$ cat src/common/dcache_pkg.sv
package dcache_pkg;

    // bank geometry
    localparam int cbanks    = 4;
    localparam int cwidth    = 2;
    localparam int cassoc    = 2;
    localparam int bank_rows = 16;

    localparam int bank_w = $clog2(cbanks);
    localparam int word_w = $clog2(cwidth);
    localparam int way_w  = $clog2(cassoc);
    localparam int row_w  = $clog2(bank_rows);

    // one way of a row, and the whole row across all ways
    localparam int way_bits = cwidth * 32;
    localparam int row_bits = cassoc * way_bits;
    localparam int wm_bits  = row_bits / 8;

    // core byte address: row | bank | word | byte
    localparam int word_lsb    = 2;
    localparam int bank_lsb    = word_lsb + word_w;
    localparam int row_lsb     = bank_lsb + bank_w;
    localparam int core_addr_w = row_lsb + row_w;

    // memory controller row address: way | row | bank
    localparam int memc_bank_lsb = 0;
    localparam int memc_row_lsb  = memc_bank_lsb + bank_w;
    localparam int memc_way_lsb  = memc_row_lsb + row_w;
    localparam int memc_addr_w   = memc_way_lsb + way_w;

    // one bank row, seen flat by the SRAM and per lane by the datapath
    typedef union packed {
        logic [row_bits-1:0] flat;
        logic [cassoc-1:0][cwidth-1:0][31:0] lane;
    } bank_row_u;

endpackage

$ cat src/logic/bank_ram.sv
`timescale 1ns/1ps

module bank_ram (
    input  logic                                   clk,

    input  logic                                   a_ce_n,
    input  logic                                   a_we_n,
    input  logic [dcache_pkg::row_w-1:0]           a_addr,
    input  dcache_pkg::bank_row_u                  a_wdata,
    input  logic [dcache_pkg::wm_bits-1:0]         a_wm,
    output dcache_pkg::bank_row_u                  a_rdata,

    input  logic                                   b_ce_n,
    input  logic                                   b_we_n,
    input  logic [dcache_pkg::row_w-1:0]           b_addr,
    input  dcache_pkg::bank_row_u                  b_wdata,
    input  logic [dcache_pkg::wm_bits-1:0]         b_wm,
    output dcache_pkg::bank_row_u                  b_rdata
);
    import dcache_pkg::*;

    logic [row_bits-1:0] mem [bank_rows];
    logic [row_w-1:0] a_raddr;
    logic [row_w-1:0] b_raddr;

    // byte masked writes, port b last
    always_ff @(posedge clk) begin
        for (int i = 0; i < wm_bits; i++) begin
            if (!a_ce_n && !a_we_n && a_wm[i]) begin
                mem[a_addr][i*8 +: 8] <= a_wdata.flat[i*8 +: 8];
            end
            if (!b_ce_n && !b_we_n && b_wm[i]) begin
                mem[b_addr][i*8 +: 8] <= b_wdata.flat[i*8 +: 8];
            end
        end
    end

    // address stage, then output stage
    always_ff @(posedge clk) begin
        if (!a_ce_n && a_we_n) begin
            a_raddr <= a_addr;
        end
        if (!b_ce_n && b_we_n) begin
            b_raddr <= b_addr;
        end
        a_rdata.flat <= mem[a_raddr];
        b_rdata.flat <= mem[b_raddr];
    end

endmodule

$ cat config.mk
export PLATFORM = sky130hd
export DESIGN_NAME = bank_ram
export DESIGN_NICKNAME = d
export VERILOG_FILES = /design/src/common/dcache_pkg.sv /design/src/logic/bank_ram.sv
export SDC_FILE = /design/constraint.sdc
export NUM_CORES = 2
export LEC_CHECK = 0
export ABC_CLOCK_PERIOD_IN_PS = 3000
export CAP_MARGIN = 20
export CORE_ASPECT_RATIO = 1.1
export CORE_MARGIN = 3
export CORE_UTILIZATION = 55
export CTS_BUF_LIST = sky130_fd_sc_hd__clkbuf_8 sky130_fd_sc_hd__clkbuf_16
export CTS_CLUSTER_DIAMETER = 120
export CTS_CLUSTER_SIZE = 28
export DETAILED_ROUTE_END_ITERATION = 6
export DONT_BUFFER_PORTS = 1
export PLACE_DENSITY = 0.75
export SKIP_CTS_REPAIR_TIMING = 1
export SYNTH_ARGS = -nofsm -noshare
export SYNTH_HDL_FRONTEND = slang
export SYNTH_SLANG_ARGS = --single-unit
$ cat constraint.sdc
create_clock -name clk -period 3 [get_ports clk]
set_clock_uncertainty 0.1 [all_clocks]
set_input_delay 0.9 -clock clk [delete_from_list [all_inputs] [get_ports clk]]
set_output_delay 0.9 -clock clk [all_outputs]
set_load 0.01 [all_outputs]
Yosys cells after proc, flatten, opt, wreduce, memory -nomap -nowiden
Memory sizes are Yosys's and may differ from the RTL's. A register that Yosys moved wholly into a read port is not among the register bits.
Index checks and enable logic that the tools add are counted.
{"block": "totals", "ff_bits": 8, "mem_bits_rw": 2048, "in_bits": 301, "mem_count": 1}
{"block": "op_classes", "mux": 64, "n_reduce_logical": 40}
{"name": "mem", "words": 16, "word_bits": 128, "rd": 2, "rd_ports_with_merged_regs": 2, "wr": 2, "line": "bank_ram.sv:22", "text": "logic [row_bits-1:0] mem [bank_rows];"}
{"operator": "1-bit 2-to-1 mux", "n": 64}
{"operator": "1-bit logical AND", "n": 36}
{"operator": "1-bit logical NOT", "n": 4}

Depth between registers and ports, before layout
{"block": "depth", "depth_word": 5, "mapped_depth": 9}

Least setup slack after synthesis
Ideal clock, no wire load.
{"block": "synth_timing", "kind": "input port to flip-flop", "from": "input a_ce_n", "to": "memory mem[3][32] (netlist name) (enable)", "setup_time_ns": 0.384, "arrival_time_ns": 2.474, "setup_slack_ns": 0.042, "path_stages": 5, "cell_sequence": "nor2_1 -> clkbuf_1 -> nand2_1 -> clkbuf_1 -> o21ai_0"}
{"element": "start: declaration", "line": "bank_ram.sv:6", "text": "input logic a_ce_n,"}
{"element": "end: declaration", "line": "bank_ram.sv:22"}

==> metrics <==
max_cap viols 0; clock buffer depth 3; initial DRC count 11330; Net Count, Synth 7516; endpoint class of the critical path flip-flop; core footprint 226900 um2; most common cell after layout, fill and taps aside edfxtp_1; sequential fraction of the synthesis area 0.5311; largest family of logic cells by synthesized area multiplexers; synthesized area 125900 um2; worst-skew pair later-pin latency 0.80 ns; pwr dens 443.1 nW/um2; Pre-antenna DRT Iters 6; worst setup path start a_raddr[0]; fin. max-slew vios 0; Max Fclk 375.8 MHz; HP Start b_addr[3]; CTS sink cnt 2312; Starting Density 0.5548; via count 76410; CP Data Required Time 3.54 ns; I/O Pins 557; minimum clock period 2.661 ns; overall global routing resource usage 0.3425; Netlist cell types 37; peak supply drop 654.3 uV; Finished Core Util 0.6022; initial antenna violation count 47; DRC viols 0; vias in the first global route 77650; most frequent cells in the layout 2056 x edfxtp_1, 1664 x mux2_2, 1167 x mux4_2; GPL Wtd Cong 0.9132; crit path kind flip-flop to flip-flop; Die H 507.8 um; xor/xnor cell area share of the yosys netlist 0; pin count of the biggest net entering global routing 72; CTS root buffer clkbuf_16; total grt overflow 0; layout cells sized above 1 0.5259; Worst Hold End b_raddr[3]; Static Leak 44.98 nW; Yosys warning count 0; FILL cells 16600; first-pass GRT wire length 574200 um; max_slew headroom 0.3423; H-tree levels 3; Post-Synth Adder-Cell Area 0; FF-to-FF End a_rdata[6]; setup_tns 0 ns; Final nets 7674; DR WL/cell 38.32 um; num rows 183; Min-Delay Path Depth 0; vias per cell 7.243; Tot Pwr 60.55 mW; final antenna-violating net count 0; startpoint types flip-flop; compound-gate portion of the synthesized area 0.02083; Clk pin slew, worst setup/hold paths 0.12 ns; Hold Crit Class input pin to flip-flop; post-synthesis mux area share 0.4040; DIE AREA 234700 um2; RSZ-0062 raised after global routing no; outcome completed; Yosys reg bits 2312; CTS tree yes; port bufs 0; Simple-Gate Fraction of Synth Area 0.01997; Worst Path Max Fanout 33; Fin. Hold Viols 0; CP arrival 3.20 ns; R2R Setup Slk 0.34 ns; Setup Viol. Count Final 0; worst r2r src a_raddr[0]; reg2reg path depth 7; Avg Cell Area, Syn 17.45 um2; Die Wd 462.2 um; Synth Instances 7215; cts bufs inserted 93; hpwl dp 279400 um; Final Cycle Share 0.8871; worst slew pin tran 0.9846 ns; layout overhead on the synthesized area 8.540%; final WL 404200 um
worst max-delay path, stage by stage, from the launching register on:
cell and delay [ns]:
edfxtp_1 0.39, buf_12 0.18, buf_12 0.30, buf_4 0.30
mux4_2 0.53, nor2b_1 0.14, a211oi_1 0.41, a21oi_1 0.12
cells in the mapped netlist, drive strengths merged:
cell	instances	area, um2
a211oi	74	555.5
a21oi	86	430.4
a31oi	1	6.260
and2	32	200.2
buf	403	1997
clkbuf	273	1026
dfxtp	256	5125
edfxtp	2056	61740
inv	2	7.500
mux2	2048	23320
mux2i	125	1251
mux4	1167	26280
nand2	284	1556
nand2b	6	37.54
nand3	6	30.03
nand4	1	6.260
nor2	13	76.32
nor2b	80	500.5
nor3	6	85.08
nor4	1	21.27
o21ai	240	1201
o21bai	16	120.1
o221ai	26	227.7
o22ai	13	81.33
cells by family after synthesis:
group / after synthesis
and+or+nand+nor: 429
muxes: 3340
buffers and inverters: 678
AOI/OAI and AO/OA: 456
DFF: 2312
power by group:
group	switching, mW	leakage (nW)	internal (mW)
sequential	0.706	20.7	35.9
clock	10.3	1.58	5.88
combinational	3.80	22.7	3.98
total	14.8	45.0	45.8
registers in the layout, summed over array words and instances (netlist names):
signal   cells
a_raddr      4
a_rdata    128
b_raddr      4
b_rdata    128
mem       2048
final cells by class:
class | count | area, um2 | share of cell area
Sequential cell | 2312 | 66860 | 0.4893
Multi-Input combinational cell | 4225 | 56120 | 0.4107
Timing Repair Buffer | 739 | 6990 | 0.05116
Tap cell | 3052 | 3819 | 0.02795
Clock buffer | 95 | 2377 | 0.01740
Clock inverter | 77 | 326.6 | 0.002390
Antenna cell | 48 | 120.1 | 0.0008791
Inverter | 2 | 22.52 | 0.0001648
metal layers:
metal  track usage  up-vias  part of all wire
met5             0        -           0.00035
met4        0.1809       22             0.058
met3       0.09734      970              0.12
met2        0.5353     5353              0.47
met1        0.4368    39930              0.34
li1              -    30140                 -
worst max path at each step:
stage,endpoint,slack (ns),depth (start not counted)
floorplan,mem[3][32],0.04,5
global placement,mem[15][71],-0.21,5
detailed placement,mem[5][69],-0.14,4
CTS,a_rdata[6],0.28,7
global route,a_rdata[6],0.28,7
finish,a_rdata[6],0.34,7
stage by stage:
| step | instance area [um2] | setup WS, ns | cells | hold slack, ns |
|---|---|---|---|---|
| 2_1_floorplan | 125900 | 0.04234 | 7215 | 0.6081 |
| 3_3_place_gp | 133800 | -0.2094 | 10330 | 0.6487 |
| 3_5_place_dp | 133800 | -0.1415 | 10330 | 0.6601 |
| 4_1_cts | 136500 | 0.2840 | 10500 | 0.03506 |
| 5_1_grt | 136600 | 0.2773 | 10520 | 0.06738 |
| 6_report | 136600 | 0.3387 | 10550 | 0.09577 |
Power figures use the tool's default switching activity.
